--- src/source/riscv_isa_pkg.sv ---
// RV32I base encoding only; compressed, 64-bit and extension opcodes are not decodable here
package riscv_isa_pkg;

    // Base widths of the 32-bit encoding
    localparam int unsigned XLEN      = 32;
    localparam int unsigned ILEN      = 32;
    localparam int unsigned REG_IDX_W = 5;
    localparam int unsigned OPCODE_W  = 5;
    localparam int unsigned FUNCT3_W  = 3;
    localparam int unsigned FUNCT7_W  = 7;
    localparam int unsigned FORMAT_W  = 3;

    typedef logic [XLEN-1:0]      word_t;
    typedef logic [ILEN-1:0]      instr_t;
    typedef logic [REG_IDX_W-1:0] reg_idx_t;
    typedef logic [FUNCT3_W-1:0]  funct3_t;
    typedef logic [FUNCT7_W-1:0]  funct7_t;

    // Major opcode, instr[6:2]
    // Low two bits are checked separately
    typedef enum logic [OPCODE_W-1:0] {
        OPCODE_LOAD     = 5'b00000,
        OPCODE_MISC_MEM = 5'b00011,
        OPCODE_OP_IMM   = 5'b00100,
        OPCODE_AUIPC    = 5'b00101,
        OPCODE_STORE    = 5'b01000,
        OPCODE_AMO      = 5'b01011,
        OPCODE_OP       = 5'b01100,
        OPCODE_LUI      = 5'b01101,
        OPCODE_BRANCH   = 5'b11000,
        OPCODE_JALR     = 5'b11001,
        OPCODE_JAL      = 5'b11011,
        OPCODE_SYSTEM   = 5'b11100
    } opcode_e;

    // Immediate layout of the instruction
    // BAD covers every opcode the stage does not support
    typedef enum logic [FORMAT_W-1:0] {
        INSTR_FORMAT_BAD = 3'b000,
        INSTR_FORMAT_R,
        INSTR_FORMAT_I,
        INSTR_FORMAT_S,
        INSTR_FORMAT_B,
        INSTR_FORMAT_U,
        INSTR_FORMAT_J
    } instr_format_e;

    // Raw decode of one instruction, before control generation
    typedef struct packed {
        opcode_e       opcode;
        instr_format_e format;
        funct3_t       funct3;
        funct7_t       funct7;
        reg_idx_t      rd_idx;
        reg_idx_t      rs1_idx;
        reg_idx_t      rs2_idx;
        // Sign-extended, zero for R and BAD
        word_t         imm;
        // instr[1:0] == 2'b11
        logic          low_bits_ok;
    } fields_s;

endpackage : riscv_isa_pkg

--- src/source/decode_ctrl_pkg.sv ---
// Execute-side control encodings and stage boundary structs; needs riscv_isa_pkg compiled first
package decode_ctrl_pkg;

    // ALU operation, one per RV32I integer op
    typedef enum logic [3:0] {
        ALU_OP_ADD = 4'd0,
        ALU_OP_SUB,
        ALU_OP_SLL,
        ALU_OP_SLT,
        ALU_OP_SLTU,
        ALU_OP_XOR,
        ALU_OP_SRL,
        ALU_OP_SRA,
        ALU_OP_OR,
        ALU_OP_AND
    } alu_op_e;

    typedef enum logic [1:0] {
        ALU_OP1_SRC_RS1 = 2'd0,
        ALU_OP1_SRC_PC,
        ALU_OP1_SRC_ZERO
    } alu_op1_src_e;

    // FOUR gives the link address for jumps
    typedef enum logic [1:0] {
        ALU_OP2_SRC_RS2 = 2'd0,
        ALU_OP2_SRC_IMM,
        ALU_OP2_SRC_FOUR
    } alu_op2_src_e;

    // Writeback source
    typedef enum logic {
        RD_SRC_ALU = 1'b0,
        RD_SRC_MEM = 1'b1
    } rd_src_e;

    // 2'b11 is unused
    typedef enum logic [1:0] {
        MEM_OP_NONE  = 2'd0,
        MEM_OP_LOAD,
        MEM_OP_STORE
    } mem_op_e;

    // Matches funct3[1:0] of loads and stores
    typedef enum logic [1:0] {
        MEM_SIZE_BYTE = 2'b00,
        MEM_SIZE_HALF = 2'b01,
        MEM_SIZE_WORD = 2'b10
    } mem_size_e;

    typedef enum logic [1:0] {
        BRANCH_NONE = 2'd0,
        BRANCH_JAL,
        BRANCH_JALR,
        BRANCH_COND
    } branch_e;

    // Same bits as funct3 of BRANCH
    typedef enum logic [2:0] {
        CMP_OP_EQ  = 3'b000,
        CMP_OP_NE  = 3'b001,
        CMP_OP_LT  = 3'b100,
        CMP_OP_GE  = 3'b101,
        CMP_OP_LTU = 3'b110,
        CMP_OP_GEU = 3'b111
    } cmp_op_e;

    // Everything the execute stage needs besides operands
    typedef struct packed {
        logic         illegal_instr;
        rd_src_e      rd_src;
        logic         rd_we;
        alu_op1_src_e alu_op1_src;
        alu_op2_src_e alu_op2_src;
        alu_op_e      alu_op;
        mem_op_e      mem_op;
        logic         mem_signed;
        mem_size_e    mem_size;
        branch_e      branch;
        cmp_op_e      cmp_op;
    } ctrl_s;

    typedef struct packed {
        riscv_isa_pkg::word_t  pc;
        riscv_isa_pkg::instr_t instr;
    } fetch_to_decode_s;

    typedef struct packed {
        riscv_isa_pkg::word_t    pc;
        riscv_isa_pkg::reg_idx_t rd_idx;
        riscv_isa_pkg::reg_idx_t rs1_idx;
        riscv_isa_pkg::reg_idx_t rs2_idx;
        riscv_isa_pkg::word_t    rs1_val;
        riscv_isa_pkg::word_t    rs2_val;
        riscv_isa_pkg::word_t    immediate;
        ctrl_s                   ctrl;
    } decode_to_exec_s;

endpackage : decode_ctrl_pkg

--- src/source/decode_input_reg.sv ---
// Expects in_valid low during stall or flush and never both stall and flush; payload has no reset
module decode_input_reg (
    input  logic                              clk,
    input  logic                              rst_n,
    input  logic                              stall,
    input  logic                              flush,
    input  logic                              in_valid,
    input  decode_ctrl_pkg::fetch_to_decode_s in_payload,
    output decode_ctrl_pkg::fetch_to_decode_s payload,
    output logic                              out_valid
);

    logic valid_q;

    // Valid flop, holds under stall
    always_ff @(posedge clk) begin
        if (!rst_n) begin
            valid_q <= 1'b0;
        end else if (!stall) begin
            valid_q <= in_valid;
        end
    end

    // Payload only matters while valid_q is set
    always_ff @(posedge clk) begin
        if (!stall) begin
            payload <= in_payload;
        end
    end

    // Flush kills the held item; the next capture clears valid_q
    assign out_valid = valid_q && !stall && !flush;

    // Hazard unit contract on the inputs
    a_stall_no_input: assert property (@(posedge clk) disable iff (!rst_n)
        stall |-> !in_valid)
        else $error("decode input valid while stalled");

    a_stall_flush_excl: assert property (@(posedge clk) disable iff (!rst_n)
        !(stall && flush))
        else $error("decode stall and flush both high");

    a_out_valid_known: assert property (@(posedge clk) disable iff (!rst_n)
        !$isunknown(out_valid))
        else $error("decode output valid unknown");

endmodule : decode_input_reg

--- src/source/instr_field_extract.sv ---
// Combinational RV32I field split; does not judge legality beyond the format and low-bit check
module instr_field_extract (
    input  riscv_isa_pkg::instr_t   instr,
    output riscv_isa_pkg::fields_s  fields
);

    riscv_isa_pkg::opcode_e       opcode;
    riscv_isa_pkg::instr_format_e format;
    riscv_isa_pkg::word_t         imm;

    // Opcode from bits 6..2, format from opcode
    always_comb begin
        opcode = riscv_isa_pkg::opcode_e'(instr[6:2]);
        unique case (opcode)
            riscv_isa_pkg::OPCODE_OP:
                format = riscv_isa_pkg::INSTR_FORMAT_R;
            riscv_isa_pkg::OPCODE_LOAD,
            riscv_isa_pkg::OPCODE_OP_IMM,
            riscv_isa_pkg::OPCODE_JALR:
                format = riscv_isa_pkg::INSTR_FORMAT_I;
            riscv_isa_pkg::OPCODE_STORE:
                format = riscv_isa_pkg::INSTR_FORMAT_S;
            riscv_isa_pkg::OPCODE_BRANCH:
                format = riscv_isa_pkg::INSTR_FORMAT_B;
            riscv_isa_pkg::OPCODE_LUI,
            riscv_isa_pkg::OPCODE_AUIPC:
                format = riscv_isa_pkg::INSTR_FORMAT_U;
            riscv_isa_pkg::OPCODE_JAL:
                format = riscv_isa_pkg::INSTR_FORMAT_J;
            // SYSTEM, AMO, MISC_MEM and unknown codes
            default:
                format = riscv_isa_pkg::INSTR_FORMAT_BAD;
        endcase
    end

    // Immediate per format, sign bit is always instr[31]
    always_comb begin
        unique case (format)
            riscv_isa_pkg::INSTR_FORMAT_I:
                imm = {{20{instr[31]}}, instr[31:20]};
            riscv_isa_pkg::INSTR_FORMAT_S:
                imm = {{20{instr[31]}}, instr[31:25], instr[11:7]};
            // Branch offset, bit 0 implied zero
            riscv_isa_pkg::INSTR_FORMAT_B:
                imm = {{19{instr[31]}}, instr[31], instr[7], instr[30:25], instr[11:8], 1'b0};
            // Upper 20 bits, low 12 zero
            riscv_isa_pkg::INSTR_FORMAT_U:
                imm = {instr[31:12], 12'h000};
            // Jump offset, bit 0 implied zero
            riscv_isa_pkg::INSTR_FORMAT_J:
                imm = {{11{instr[31]}}, instr[31], instr[19:12], instr[20], instr[30:21], 1'b0};
            // R and BAD carry no immediate
            default:
                imm = '0;
        endcase
    end

    // Fixed field positions, valid or not for the format
    always_comb begin
        fields.opcode      = opcode;
        fields.format      = format;
        fields.funct3      = instr[14:12];
        fields.funct7      = instr[31:25];
        fields.rd_idx      = instr[11:7];
        fields.rs1_idx     = instr[19:15];
        fields.rs2_idx     = instr[24:20];
        fields.imm         = imm;
        // Anything else is a compressed or reserved encoding
        fields.low_bits_ok = (instr[1:0] == 2'b11);
    end

endmodule : instr_field_extract

--- src/source/ctrl_decoder.sv ---
// RV32I control table only; SYSTEM, AMO and MISC_MEM decode as illegal, funct checks are partial
module ctrl_decoder (
    input  logic                    clk,
    input  logic                    rst_n,
    input  logic                    valid,
    input  riscv_isa_pkg::fields_s  fields,
    output decode_ctrl_pkg::ctrl_s  ctrl
);

    logic                      writes_rd;
    logic                      rd_nonzero;
    decode_ctrl_pkg::alu_op_e  funct_alu_op;

    // x0 writes are dropped here so later stages never forward them
    assign rd_nonzero = (fields.rd_idx != '0);

    // ALU op for OP and OP_IMM by funct3
    // funct7[5] picks SUB on OP only, SRA on both
    always_comb begin
        unique case (fields.funct3)
            3'b000: begin
                if (fields.opcode == riscv_isa_pkg::OPCODE_OP && fields.funct7[5]) begin
                    funct_alu_op = decode_ctrl_pkg::ALU_OP_SUB;
                end else begin
                    funct_alu_op = decode_ctrl_pkg::ALU_OP_ADD;
                end
            end
            3'b001: funct_alu_op = decode_ctrl_pkg::ALU_OP_SLL;
            3'b010: funct_alu_op = decode_ctrl_pkg::ALU_OP_SLT;
            3'b011: funct_alu_op = decode_ctrl_pkg::ALU_OP_SLTU;
            3'b100: funct_alu_op = decode_ctrl_pkg::ALU_OP_XOR;
            3'b101: begin
                funct_alu_op = fields.funct7[5] ? decode_ctrl_pkg::ALU_OP_SRA
                                                : decode_ctrl_pkg::ALU_OP_SRL;
            end
            3'b110: funct_alu_op = decode_ctrl_pkg::ALU_OP_OR;
            default: funct_alu_op = decode_ctrl_pkg::ALU_OP_AND;
        endcase
    end

    // Per-opcode control table
    // Zero fields mean RS1, RS2, ADD, no memory, no branch
    always_comb begin
        ctrl      = '0;
        writes_rd = 1'b0;
        if (!fields.low_bits_ok) begin
            ctrl.illegal_instr = 1'b1;
        end else begin
            unique case (fields.opcode)
                riscv_isa_pkg::OPCODE_OP: begin
                    writes_rd        = 1'b1;
                    ctrl.rd_src      = decode_ctrl_pkg::RD_SRC_ALU;
                    ctrl.alu_op1_src = decode_ctrl_pkg::ALU_OP1_SRC_RS1;
                    ctrl.alu_op2_src = decode_ctrl_pkg::ALU_OP2_SRC_RS2;
                    ctrl.alu_op      = funct_alu_op;
                end
                riscv_isa_pkg::OPCODE_OP_IMM: begin
                    writes_rd        = 1'b1;
                    ctrl.rd_src      = decode_ctrl_pkg::RD_SRC_ALU;
                    ctrl.alu_op1_src = decode_ctrl_pkg::ALU_OP1_SRC_RS1;
                    ctrl.alu_op2_src = decode_ctrl_pkg::ALU_OP2_SRC_IMM;
                    ctrl.alu_op      = funct_alu_op;
                end
                // Address is rs1 + imm in the ALU
                riscv_isa_pkg::OPCODE_LOAD: begin
                    writes_rd        = 1'b1;
                    ctrl.rd_src      = decode_ctrl_pkg::RD_SRC_MEM;
                    ctrl.alu_op1_src = decode_ctrl_pkg::ALU_OP1_SRC_RS1;
                    ctrl.alu_op2_src = decode_ctrl_pkg::ALU_OP2_SRC_IMM;
                    ctrl.alu_op      = decode_ctrl_pkg::ALU_OP_ADD;
                    ctrl.mem_op      = decode_ctrl_pkg::MEM_OP_LOAD;
                    // LBU/LHU have funct3[2] set
                    ctrl.mem_signed  = !fields.funct3[2];
                    ctrl.mem_size    = decode_ctrl_pkg::mem_size_e'(fields.funct3[1:0]);
                end
                riscv_isa_pkg::OPCODE_STORE: begin
                    ctrl.alu_op1_src = decode_ctrl_pkg::ALU_OP1_SRC_RS1;
                    ctrl.alu_op2_src = decode_ctrl_pkg::ALU_OP2_SRC_IMM;
                    ctrl.alu_op      = decode_ctrl_pkg::ALU_OP_ADD;
                    ctrl.mem_op      = decode_ctrl_pkg::MEM_OP_STORE;
                    ctrl.mem_size    = decode_ctrl_pkg::mem_size_e'(fields.funct3[1:0]);
                end
                // Target adder lives in execute, compare op straight from funct3
                riscv_isa_pkg::OPCODE_BRANCH: begin
                    ctrl.branch = decode_ctrl_pkg::BRANCH_COND;
                    ctrl.cmp_op = decode_ctrl_pkg::cmp_op_e'(fields.funct3);
                end
                // Link value pc + 4 through the ALU
                riscv_isa_pkg::OPCODE_JAL,
                riscv_isa_pkg::OPCODE_JALR: begin
                    writes_rd        = 1'b1;
                    ctrl.rd_src      = decode_ctrl_pkg::RD_SRC_ALU;
                    ctrl.alu_op1_src = decode_ctrl_pkg::ALU_OP1_SRC_PC;
                    ctrl.alu_op2_src = decode_ctrl_pkg::ALU_OP2_SRC_FOUR;
                    ctrl.alu_op      = decode_ctrl_pkg::ALU_OP_ADD;
                    if (fields.opcode == riscv_isa_pkg::OPCODE_JAL) begin
                        ctrl.branch = decode_ctrl_pkg::BRANCH_JAL;
                    end else begin
                        ctrl.branch = decode_ctrl_pkg::BRANCH_JALR;
                    end
                end
                riscv_isa_pkg::OPCODE_LUI: begin
                    writes_rd        = 1'b1;
                    ctrl.rd_src      = decode_ctrl_pkg::RD_SRC_ALU;
                    ctrl.alu_op1_src = decode_ctrl_pkg::ALU_OP1_SRC_ZERO;
                    ctrl.alu_op2_src = decode_ctrl_pkg::ALU_OP2_SRC_IMM;
                    ctrl.alu_op      = decode_ctrl_pkg::ALU_OP_ADD;
                end
                riscv_isa_pkg::OPCODE_AUIPC: begin
                    writes_rd        = 1'b1;
                    ctrl.rd_src      = decode_ctrl_pkg::RD_SRC_ALU;
                    ctrl.alu_op1_src = decode_ctrl_pkg::ALU_OP1_SRC_PC;
                    ctrl.alu_op2_src = decode_ctrl_pkg::ALU_OP2_SRC_IMM;
                    ctrl.alu_op      = decode_ctrl_pkg::ALU_OP_ADD;
                end
                // SYSTEM, AMO, MISC_MEM and unknown codes
                default: ctrl.illegal_instr = 1'b1;
            endcase
        end
        ctrl.rd_we = writes_rd && rd_nonzero;
    end

    // Execute relies on these for forwarding and memory requests
    a_rd_we_not_x0: assert property (@(posedge clk) disable iff (!rst_n)
        valid && ctrl.rd_we |-> fields.rd_idx != '0)
        else $error("rd_we set for x0");

    a_mem_op_encoding: assert property (@(posedge clk) disable iff (!rst_n)
        valid |-> ctrl.mem_op != decode_ctrl_pkg::mem_op_e'(2'b11))
        else $error("unused mem_op encoding");

endmodule : ctrl_decoder

--- src/source/decode_stage.sv ---
// Single-cycle RV32I decode; register file must answer combinationally, no CSR or SYSTEM support
module decode_stage (
    input  logic                              clk,
    input  logic                              rst_n,
    input  logic                              d_stall,
    input  logic                              d_flush,
    input  logic                              f2_to_d_valid,
    input  decode_ctrl_pkg::fetch_to_decode_s f2_to_d,
    output riscv_isa_pkg::reg_idx_t           rf_rs1_idx,
    output riscv_isa_pkg::reg_idx_t           rf_rs2_idx,
    input  riscv_isa_pkg::word_t              rf_rs1_val,
    input  riscv_isa_pkg::word_t              rf_rs2_val,
    output logic                              d_to_e_valid,
    output decode_ctrl_pkg::decode_to_exec_s  d_to_e
);

    decode_ctrl_pkg::fetch_to_decode_s payload;
    riscv_isa_pkg::fields_s            fields;
    decode_ctrl_pkg::ctrl_s            ctrl;

    // Registered fetch item, held under stall
    decode_input_reg decode_input_reg_inst (
        .clk        (clk),
        .rst_n      (rst_n),
        .stall      (d_stall),
        .flush      (d_flush),
        .in_valid   (f2_to_d_valid),
        .in_payload (f2_to_d),
        .payload    (payload),
        .out_valid  (d_to_e_valid)
    );

    instr_field_extract instr_field_extract_inst (
        .instr  (payload.instr),
        .fields (fields)
    );

    ctrl_decoder ctrl_decoder_inst (
        .clk    (clk),
        .rst_n  (rst_n),
        .valid  (d_to_e_valid),
        .fields (fields),
        .ctrl   (ctrl)
    );

    // Register file read, values come back in the same cycle
    assign rf_rs1_idx = fields.rs1_idx;
    assign rf_rs2_idx = fields.rs2_idx;

    assign d_to_e = '{
        pc:        payload.pc,
        rd_idx:    fields.rd_idx,
        rs1_idx:   fields.rs1_idx,
        rs2_idx:   fields.rs2_idx,
        rs1_val:   rf_rs1_val,
        rs2_val:   rf_rs2_val,
        immediate: fields.imm,
        ctrl:      ctrl
    };

endmodule : decode_stage

--- config.mk ---
export PLATFORM = sky130hd
export DESIGN_NAME = decode_stage
export DESIGN_NICKNAME = d
export VERILOG_FILES = /design/src/source/riscv_isa_pkg.sv /design/src/source/decode_ctrl_pkg.sv /design/src/source/decode_input_reg.sv /design/src/source/instr_field_extract.sv /design/src/source/ctrl_decoder.sv /design/src/source/decode_stage.sv
export SDC_FILE = /design/constraint.sdc
export NUM_CORES = 1
export LEC_CHECK = 0
export BUFFER_PORTS_ARGS = -buffer_cell sky130_fd_sc_hd__buf_4
export CAP_MARGIN = 30
export CORE_AREA = 8 8 114 116
export DETAILED_ROUTE_END_ITERATION = 16
export DIE_AREA = 0 0 122 124
export GPL_TIMING_DRIVEN = 0
export PLACE_DENSITY = 0.74
export SLEW_MARGIN = 20
export SYNTH_ARGS = -nofsm -noshare
export SYNTH_HDL_FRONTEND = slang
export SYNTH_HIERARCHICAL = 1
export SYNTH_SLANG_ARGS = --single-unit
export TNS_END_PERCENT = 10
--- constraint.sdc ---
create_clock -name clk -period 4.2 [get_ports clk]
set_clock_uncertainty 0.1 [all_clocks]
set_input_delay 0.84 -clock clk [delete_from_list [all_inputs] [get_ports clk]]
set_output_delay 0.84 -clock clk [all_outputs]
set_load 0.1 [all_outputs]
Word level (Yosys, flattened, before mapping)
Memory sizes are Yosys's and may differ from the RTL's. A register that Yosys moved wholly into a read port is not among the register bits.
Cells that the tools add are included.
- multiplexer cells: 19
- reductions and logical operators: 14
- equal/unequal tests: 20
- operators by type and width (operator ; number):
    32-bit one-hot mux with 5 select lines ; 1
    8-bit one-hot mux with 6 select lines ; 1
    4-bit one-hot mux with 7 select lines ; 1
    3-bit == test, second input constant ; 6
    18-bit two-way mux ; 1
    5-bit by 4-bit == test with 1-bit output, second input constant ; 3
    5-bit == test, second input constant ; 3
    3-bit by 2-bit == test with 1-bit output, second input constant ; 4
    5-bit by 3-bit == test with 1-bit output, second input constant ; 2
    1-bit two-way mux ; 9
    9-bit OR reduction ; 1
    2-bit one-hot mux with 2 select lines ; 2
    7-bit OR reduction ; 1
    5-bit logical NOT ; 1
    5-bit two-way mux ; 1
    5-bit nonzero test ; 1
    1-bit logical AND ; 4
    2-bit two-way mux ; 2
    2-bit OR reduction ; 2
    3-bit by 1-bit == test with 1-bit output, second input constant ; 1
    1-bit logical NOT ; 3
    3-bit logical NOT ; 1
    3-bit two-way mux ; 1
    2-bit == test, second input constant ; 1
- output and inout port bits: 175
- input bits: 133
- memories kept: 1
- logic and storage cells: 57
- register bits: 65
- bits in read-only memories: 96
- memories (memory ; words ; width ; rd ports ; clocked after Yosys merged registers in ; write ports ; line ; source):
    (no name shown) ; 32 ; 3 ; 1 ; 1 ; 0 ; instr_field_extract.sv:14 ; unique case (opcode)

Longest topological paths before layout
Gate-level depths: netlist of run 1.
- depth in word-level cells: 6
- depth in mapped cells: 9

Modules after synthesis
Netlist of run 1, hierarchy kept.
- modules (own cells, without submodules) (module ; cells an instance ; area an instance (um^2) ; sequential area each (um^2) ; times used):
    decode_input_reg ; 69 ; 1969.4 ; 1941.9 ; 1
    instr_field_extract ; 99 ; 740.7 ; 0.0 ; 1
    decode_stage ; 74 ; 555.5 ; 0.0 ; 1
    ctrl_decoder ; 57 ; 356.6 ; 0.0 ; 1

Worst setup path before layout of run 1
No wires, ideal clock.
- kind: reg2out
- from: reg, netlist name decode_input_reg_inst/payload[4]
- to: out d_to_e[10] (netlist bit)
- setup slack: -1.019 ns
- data required time: 3.260 ns
- arrival time: 4.279 ns
- cell stages (with the launch flop): 6
- cells stage by stage: edfxtp_1 buf_4 clkbuf_2 and2b_1 nand4_1 a2111oi_1
- RTL lines (element ; line ; source):
    end, declared ; decode_stage.sv:14 ; output decode_ctrl_pkg::decode_to_exec_s d_to_e

==> impl_metrics.ini, run 1 <==
[global_route]
grt_max_degree = 47
grt_overflow = 0
antenna_found_initial = 0
track_usage_pct = 16.71
grt_pass1_wl_microns = 19000
grt_pass1_vias = 3320

[timing]
tightest_slew_ns = 0.5454
relSlewSlack_pct = 63.64
post-route-min-period_ns = 3.696
final_hold_viol_count = 0
setup_tns_ns = 0
fin_ws_ns = 0.5044
hold_slack_ns = 0.4256
rsz0062_at_grt = false
slew_viol_final = 0
fmax_mhz = 270.6
fin_crit_sh_pct = 87.99
setup_viol = 0

[floorplanning]
initial_core_util_pct = 32.01
die_y_microns = 124
rows = 39
die_w_microns = 122
io_pins = 308
fp.coreArea_sq_um = 11170
dieArea_sq_um = 15130

[synth]
syn_area_sq_um = 3577
yosysWarnings = 6
synth_cells = 293
syn_nets = 428
syn_area_per_cell_sq_um = 12.21

[clock_network]
ctsResizeCount = 0
cts-buffers-inserted = 9
cts_sinks = 65
clk_pin_slew_ns = 0.05
cts_setup_buffers = 0
cts_buffer_depth = 2
tritoncts = yes
insertion_delay_ns = 0.32
cts_root_buf = clkbuf_16
hold_buffers = 0
cts_htree_levels = 3

[power_and_ir_drop]
finalPower_mw = 2.841
powerDensity_nw_per_um2 = 479.4
ir_worst_vdd_v = 0.0004196
p_leak_nw = 2.968

[cells_and_area]
multi_input_area_sq_um = 822.0
fill_cells = 941
drive_gt1_share_pct = 68.72
ff_latch_area_sq_um = 1942
utilization_pct = 53.04
area_growth_pct = 65.69
nets = 683
diodes = 0

[worst_setup_path]
crit_type = register to output pin
r2r_slack_ns = 3.51
path_max_fanout = 10
worstPathRequired_ns = 3.26
critPathCaptureType = output pin
startpoint_type = register
crit_arrival_ns = 2.76

[routing]
dr.pass1.iters = 4
ant_nets = 0
drt_iter0_markers = 128
vias = 3081
route.detailed.drc = 0
post_drt_wl_per_cell_microns = 19.91
via_per_inst = 4.427
drt_wl_total_microns = 13860

[placed_design]
dpl_worst_slack_ns = 0.8234
gp_congestion = 0.9435
dp_hpwl_microns = 11960
io_buffer_count = 243

[status]
status = complete, no violations

[worst_hold_path]
min_path_type = register to register

[run]
drv_cap = 0
==> placed cells by master, fill, tap and decap left out, types with 2 or more instances in the layout <==
master       n
mux2i_1      5
inv_1        6
nor3b_1      3
o31ai_1      2
a21o_1      19
nand3_1      3
buf_6        2
nand2b_1     2
or2_1        2
o21ai_0      2
and2_1       7
bufinv_16    2
nand2_1     10
nor3_2       2
buf_2        2
nor2_1      11
clkbuf_16    9
nor2b_1     10
a22o_1       4
edfxtp_1    64
a21oi_1      4
nor3_1       3
buf_4      343
ha_1         2
nand3b_1     2
==> routing by layer <==
layer / global-route usage [%] / routed length [microns]
met1: 13.97 / 3990
met4: 6.631 / 348
met3: 11.47 / 2421
met5: 0 / 0
met2: 30.24 / 7099
==> sequential cells by signal, summed over array words and instances (netlist names) <==
name,cells
decode_input_reg_inst/valid_q,1
decode_input_reg_inst/payload,64
==> worst max-delay path, stage by stage (launching register included) <==
cell      delay, ns
edfxtp_1       0.43
inv_1          0.11
ha_1           0.17
or2_1          0.12
a41oi_2        0.30
nor3_2         0.36
clkbuf_1       0.43
a21o_1         0.22
buf_4          0.30
==> path summary, 6_finish.rpt <==
| kind | from | to | cells past startpoint |
|---|---|---|---|
| worst max register to register | decode_input_reg_inst/valid_q$_SDFFE_PN0N_ | decode_input_reg_inst/valid_q$_SDFFE_PN0N_ | 2 |
| worst max-delay path | decode_input_reg_inst/payload[2]$_DFFE_PN_ | d_to_e[46] | 8 |
| worst min register to register | decode_input_reg_inst/valid_q$_SDFFE_PN0N_ | decode_input_reg_inst/valid_q$_SDFFE_PN0N_ | 2 |
| worst min-delay path | decode_input_reg_inst/valid_q$_SDFFE_PN0N_ | decode_input_reg_inst/valid_q$_SDFFE_PN0N_ | 2 |
==> per-stage QoR <==
step	cells	cell area, sq um
global placement	679	5585
global route	696	5927
detailed placement	680	5608
finish	696	5927
floorplan	293	3582
CTS	696	5927
==> cell type report <==
cell class | count | area share (%)
Multi-Input combinational cell | 115 | 13.87
Inverter | 7 | 0.4855
Buffer | 106 | 13.36
Sequential cell | 65 | 32.76
Clock inverter | 7 | 1.583
Tap cell | 143 | 3.019
Timing Repair Buffer | 244 | 31.12
Clock buffer | 9 | 3.800
==> power breakdown <==
part	internal, mW	switching (mW)	total, mW
sequential	0.771	0.0258	0.797
clock	0.519	0.266	0.785
combinational	0.291	0.969	1.26
total	1.58	1.26	2.84
Note: power is estimated with default switching activity, not from simulation.
==> run 2: changes to the inputs <==
- CORE_AREA: 8 8 114 116 -> 8 8 113 115
- DIE_AREA: 0 0 122 124 -> 0 0 121 123
- PLACE_DENSITY: 0.74 -> 0.81
- SYNTH_HIERARCHICAL: 1 -> default
==> run 2 against run 1 <==
Net effect: synthesized cell count rose by 30%; wire length increased by 4.0%; via count is 14% higher; critical endpoint is now d_to_e[43]; highest routed layer unchanged.
==> impl_metrics.ini, run 2 <==
[status]
status = complete, no violations

[worst_hold_path]
whs_endpoint = decode_input_reg_inst.valid_q$_SDFFE_PN0N_
hold_depth = 2
hp-start = decode_input_reg_inst.valid_q$_SDFFE_PN0N_
min_path_type = register to register

[power_and_ir_drop]
ir_worst_vdd_v = 0.0003536
p_comb_share_pct = 46.2
p_clk_share_pct = 26.3
p_sw_share_pct = 44.23
seqPwrFrac_pct = 27.5
p_int_mw = 1.691
switchingPower_mw = 1.341
powerDensity_nw_per_um2 = 465.8
p_leak_nw = 3.268

[synth]
yosysSeqAreaShare_pct = 47.96
synthArstFlopShare_pct = 0
ys_ff_latch = 68
syn_area_per_cell_sq_um = 10.96
synth_area_leaders = edfxtp_1 (46%), buf_4 (28%), a21oi_1 (2.6%)
syn_nets = 516
synth_common_cells = buf_4 (153), edfxtp_1 (64), a21oi_1 (22), nor2_1 (16), a21o_1 (11)
synth_most_common_cell = buf_4
synth_flop_cell = edfxtp_1
synth_edf_count = 64
yosys.area.top_type = edfxtp_1
synth_cells = 381
yosysWarnings = 0
synth_top_area_share_pct = 46.04
syn_area_sq_um = 4174
yosysUniqueCellTypes = 42

[worst_setup_path]
worstPathRequired_ns = 3.26
crit_start = instr_field_extract_inst.format[0]$_SDFF_PP0_
timing.rr.end = instr_field_extract_inst.format[1]$_DFF_P_
critPathCaptureType = output pin
r2r_slack_ns = 2.44
critical_path.slowest_cell = clkbuf_1
reg2reg_from = decode_input_reg_inst.payload[2]$_DFFE_PN_
crit_type = register to output pin
path_max_fanout = 10
max_stage_delay_ns = 0.39
worstPathCellList = clkbuf_1, nand2_1, nor2_1, clkbuf_1, a21o_1, buf_4, buf_4
startpoint_type = register
reg2reg_depth = 6
crit_arrival_ns = 2.16

[timing]
tightest_slew_ns = 0.4641
slew_viol_final = 0
final_hold_viol_count = 0
fin_crit_sh_pct = 73.83
fin_ws_ns = 1.099
fmax_mhz = 322.5
setup_viol = 0
setup_tns_ns = 0
relSlewSlack_pct = 69.06
post-route-min-period_ns = 3.101
rsz0062_at_grt = false

[clock_network]
cts-buffers-inserted = 9
cts_root_buf = clkbuf_16
insertion_delay_ns = 0.32
cts_setup_buffers = 0
tritoncts = yes
cts_htree_levels = 3
clk_pin_slew_ns = 0.05
cts_sinks = 68
cts_buffer_depth = 2
ctsResizeCount = 0
hold_buffers = 0

[global_route]
grt_pass1_wl_microns = 20470
grt_max_degree = 48
antenna_found_initial = 0
grt_overflow = 0
grt_pass1_vias = 3708
track_usage_pct = 17.84

[floorplanning]
dieArea_sq_um = 14880
initial_core_util_pct = 37.68
rows = 39
fp.coreArea_sq_um = 11080
io_pins = 308
die_y_microns = 123
die_w_microns = 121

[placed_design]
dpl_worst_slack_ns = 1.431
gp_congestion = 0.9227
dp_hpwl_microns = 12110
place_area_sq_um = 6192
io_buffer_count = 242

[run]
drv_cap = 0

[routing]
drt_iter0_markers = 93
drt_wl_total_microns = 14410
vias = 3514
route.detailed.drc = 0
dr.pass1.iters = 4
via_per_inst = 4.488
ant_nets = 0
post_drt_wl_per_cell_microns = 18.40

[cells_and_area]
nets = 770
final_cell_area_sq_um = 6510
largest_reg_flops = 64
fill_cells = 953
diodes = 0
drive_gt1_share_pct = 67.81
area_growth_pct = 55.97
top_register = decode_input_reg_inst.payload
layout.cells.most_common = buf_4
final_cell_mix = buf_4 (395), edfxtp_1 (64), a21oi_1 (22), nor2_1 (16), a21o_1 (11)
[run 2: area by class of cell]
class                   count  area [sq um]  share of cell area [%]
flip-flops and latches     68          2002                   30.75
repair buffers            243          1837                   28.21
plain buffers             169          1242                   19.09
multi-input cells         134         892.1                   13.70
clock buffers              10         229.0                   3.517
well taps                 143         178.9                   2.748
clock inverters             6         88.84                   1.365
inverters                  10         40.04                  0.6150
[run 2: stage by stage]
step	util [%]	hold WS, ns	total power, mW	std cells
CTS	58.77	0.4528	3.055	783
global placement	55.70	0.3937	2.237	766
detailed placement	55.90	0.4454	2.255	767
floorplan	-	0.3772	1.970	381
global route	58.77	0.4824	3.125	783
finish	58.77	0.4477	3.032	783
[run 2: power groups by stage]
stage	logic (mW)	registers, mW	clock network (mW)
floorplan	1.13	0.838	0
global placement	1.39	0.849	0
global route	1.45	0.842	0.838
finish	1.40	0.835	0.797
CTS	1.41	0.836	0.812
detailed placement	1.40	0.850	0
[run 2: how the worst max path moves through the flow]
stage,end,cells after the start
floorplan,d_to_e_valid,2
global placement,decode_input_reg_inst.payload[20]$_DFFE_PN_,2
detailed placement,d_to_e[43],7
CTS,d_to_e[43],7
global route,d_to_e[43],7
finish,d_to_e[43],7
[run 2: critical path, delay by kind of cell (launching register included)]
kind            cells  cell delay, ns
flops               1            0.30
simple gates        2            0.24
buf+inv             4            1.08
compound gates      1            0.20
[run 2: logic make-up (layout without fill, tap and decap cells)]
kind of cell / after synthesis / after routing / share of synthesized area [%]
adder cells (fa/ha/maj): 2 / 2 / 0.5994
flip-flops: 68 / 68 / 47.96
XOR/XNOR: 1 / 1 / 0.2099
AO/OA/AOI/OAI: 62 / 62 / 9.862
multiplexers: 8 / 8 / 1.978
AND/OR/NAND/NOR: 61 / 61 / 8.723
buffers and inverters: 179 / 438 / 30.67
[run 2: per-layer routing]
metal / global-route usage (%) / routed length [microns] / up-vias / share of wire [%]
met5: 0 / 0 / - / 0
met4: 7.182 / 393 / 0 / 2.7
met2: 33.92 / 7771 / 193 / 54
met3: 8.630 / 1742 / 22 / 12
met1: 15.81 / 4504 / 1630 / 31
li1: - / - / 1669 / -
==> run 3: changes to the inputs <==
- CORE_AREA: 8 8 113 115 -> default
- CORE_MARGIN: default -> 8
- CORE_UTILIZATION: default -> 37
- DIE_AREA: 0 0 121 123 -> default
- clock period: 4.2 -> 2.7 ns (I/O delays scaled with it)
==> run 3 against run 2 <==
Net effect: global-route usage increased by 0.21 points; via count increased by 1.5%; largest power group unchanged; die area up 0.35%; sequential power grew 56%; register-to-register slack lost 1.5 ns; count of clock-buffer cells in the layout is the same.
==> impl_metrics.ini, run 3 (synthesis gave the netlist of run 2 again) <==
[routing]
dr.pass1.iters = 4
via_per_inst = 4.572
drt_iter0_markers = 191
route.detailed.drc = 0
drt_wl_total_microns = 14740
vias = 3566
post_drt_wl_per_cell_microns = 18.89
ant_nets = 0

[floorplanning]
initial_core_util_pct = 38.17
fp.coreArea_sq_um = 10940
dieArea_sq_um = 14940
io_pins = 308
die_y_microns = 122.2
die_w_microns = 122.2
rows = 38

[worst_setup_path]
crit_type = register to output pin
r2r_slack_ns = 0.93
reg2reg_from = decode_input_reg_inst.payload[2]$_DFFE_PN_
critical_path.slowest_cell = or4_4
worstPathCellList = or2_4, or4_4, a211oi_4, buf_6
max_stage_delay_ns = 0.53
path_max_fanout = 4
crit_arrival_ns = 2.02
path_buf_inv = 1
critPathCaptureType = output pin
reg2reg_depth = 6
timing.rr.end = instr_field_extract_inst.format[0]$_SDFF_PP0_
worstPathRequired_ns = 2.06
crit_family = simple AND/OR/NAND/NOR gates
startpoint_type = register

[power_and_ir_drop]
p_comb_share_pct = 47.5
p_clk_share_pct = 24.3
ir_worst_vdd_v = 0.0005258
switchingPower_mw = 2.082
seqPwrFrac_pct = 28.2
powerDensity_nw_per_um2 = 705.0
p_leak_nw = 3.287
p_sw_share_pct = 45.09
p_int_mw = 2.535

[placed_design]
io_buffer_count = 242
dpl.cell_count = 764
gp_congestion = 0.8819
dp_hpwl_microns = 12190
place_area_sq_um = 6206

[clock_network]
cts_htree_levels = 3
cts_buffer_depth = 2
cts_root_buf = clkbuf_16
insertion_delay_ns = 0.33
clk_pin_slew_ns = 0.05
cts-buffers-inserted = 9
tritoncts = yes
cts_sinks = 68

[timing]
setup_tns_ns = 0
fmax_mhz = 375.7
relSlewSlack_pct = 67.26
final_hold_viol_count = 0
post-route-min-period_ns = 2.662
fin_crit_sh_pct = 98.58
slew_viol_final = 0
hold_slack_ns = 0.2868
rsz0062_at_grt = true
setup_viol = 0
tightest_slew_ns = 0.4910

[global_route]
antenna_found_initial = 0
grt_pass1_wl_microns = 20700
track_usage_pct = 18.05
grt_pass1_vias = 3768
grt_overflow = 0
grt_max_degree = 49

[run]
drv_cap = 0

[cells_and_area]
drive_gt1_share_pct = 69.22
area_growth_pct = 56.92
final_cell_area_sq_um = 6550
nets = 771
top_register = decode_input_reg_inst.payload
diodes = 0
largest_reg_flops = 64
utilization_pct = 59.90
finalNonFillerCells = 780
layout.cells.most_common = buf_4
final_cell_mix = buf_4 (390), edfxtp_1 (64), a21oi_1 (22), nor2_1 (16), a21o_1 (11)

[worst_hold_path]
whs_endpoint = decode_input_reg_inst.payload[45]$_DFFE_PN_
hp-start = f2_to_d[45]
min_path_type = input pin to register
hold_depth = 1

[status]
status = complete, no violations
-- run 3: changes by cell type in the layout (fill, tap and decap cells not counted), moves of 2 or more --
cell      delta
clkinv_4     -2
buf_6        +7
buf_4        -5
clkbuf_1     -5
clkbuf_2     +4
-- run 3: stage by stage --
| step | power, mW | setup WS (ns) |
|---|---|---|
| after detailed placement | 3.516 | 0.2079 |
| final | 4.618 | 0.03839 |
| after floorplan | 3.066 | -0.8083 |
| after global placement | 3.485 | -0.2882 |
| after CTS | 4.648 | 0.008435 |
| after global routing | 4.758 | -0.002164 |
-- run 3: power by group through the flow --
stage | Sequential, mW | Clock [mW] | Combinational [mW]
6_report | 1.30 | 1.12 | 2.20
5_1_grt | 1.31 | 1.18 | 2.27
4_1_cts | 1.30 | 1.15 | 2.20
3_5_place_dp | 1.32 | 0 | 2.20
3_3_place_gp | 1.32 | 0 | 2.17
2_1_floorplan | 1.30 | 0 | 1.76
-- run 3: worst max path at each step --
stage | start | to | depth (start not counted)
finish | decode_input_reg_inst.payload[3]$_DFFE_PN_ | d_to_e[10] | 4
floorplan | decode_input_reg_inst.payload[4]$_DFFE_PN_ | d_to_e[16] | 4
global placement | d_stall | decode_input_reg_inst.payload[20]$_DFFE_PN_ | 2
detailed placement | decode_input_reg_inst.payload[6]$_DFFE_PN_ | d_to_e[10] | 4
global route | decode_input_reg_inst.payload[2]$_DFFE_PN_ | d_to_e[7] | 4
CTS | decode_input_reg_inst.payload[3]$_DFFE_PN_ | d_to_e[10] | 4
-- run 3: what timing repair did --
action	4_1_cts	5_1_grt
resized for setup	3	14
hold buffers	0	0
buffers inserted	2	0
setup endpoints to repair	22	27
-- run 3: cell type report --
class	count	area, sq um
Multi-Input combinational cell	134	919.6
Fill cell	888	4385
Clock buffer	10	229.0
Timing Repair Buffer	245	1886
Buffer	168	1244
Sequential cell	68	2003
Tap cell	140	175.2
Inverter	10	40.04
Clock inverter	5	53.80
-- run 3: layer usage --
metal  part of all wire [%]  track usage, %  routed length [microns]
met1                     31           15.82                     4560
met2                     52           34.27                     7713
met3                     15           9.554                     2160
met4                    2.1           6.169                      303
met5                      0               0                        0
-- run 3: worst register-to-register path, delay by kind of cell, from the launching register on --
| family | cells | cell delay [ns] |
|---|---|---|
| compound gates | 1 | 0.10 |
| mux | 2 | 0.48 |
| fa+ha+maj | 1 | 0.24 |
| flops | 1 | 0.39 |
| buf+inv | 2 | 0.32 |
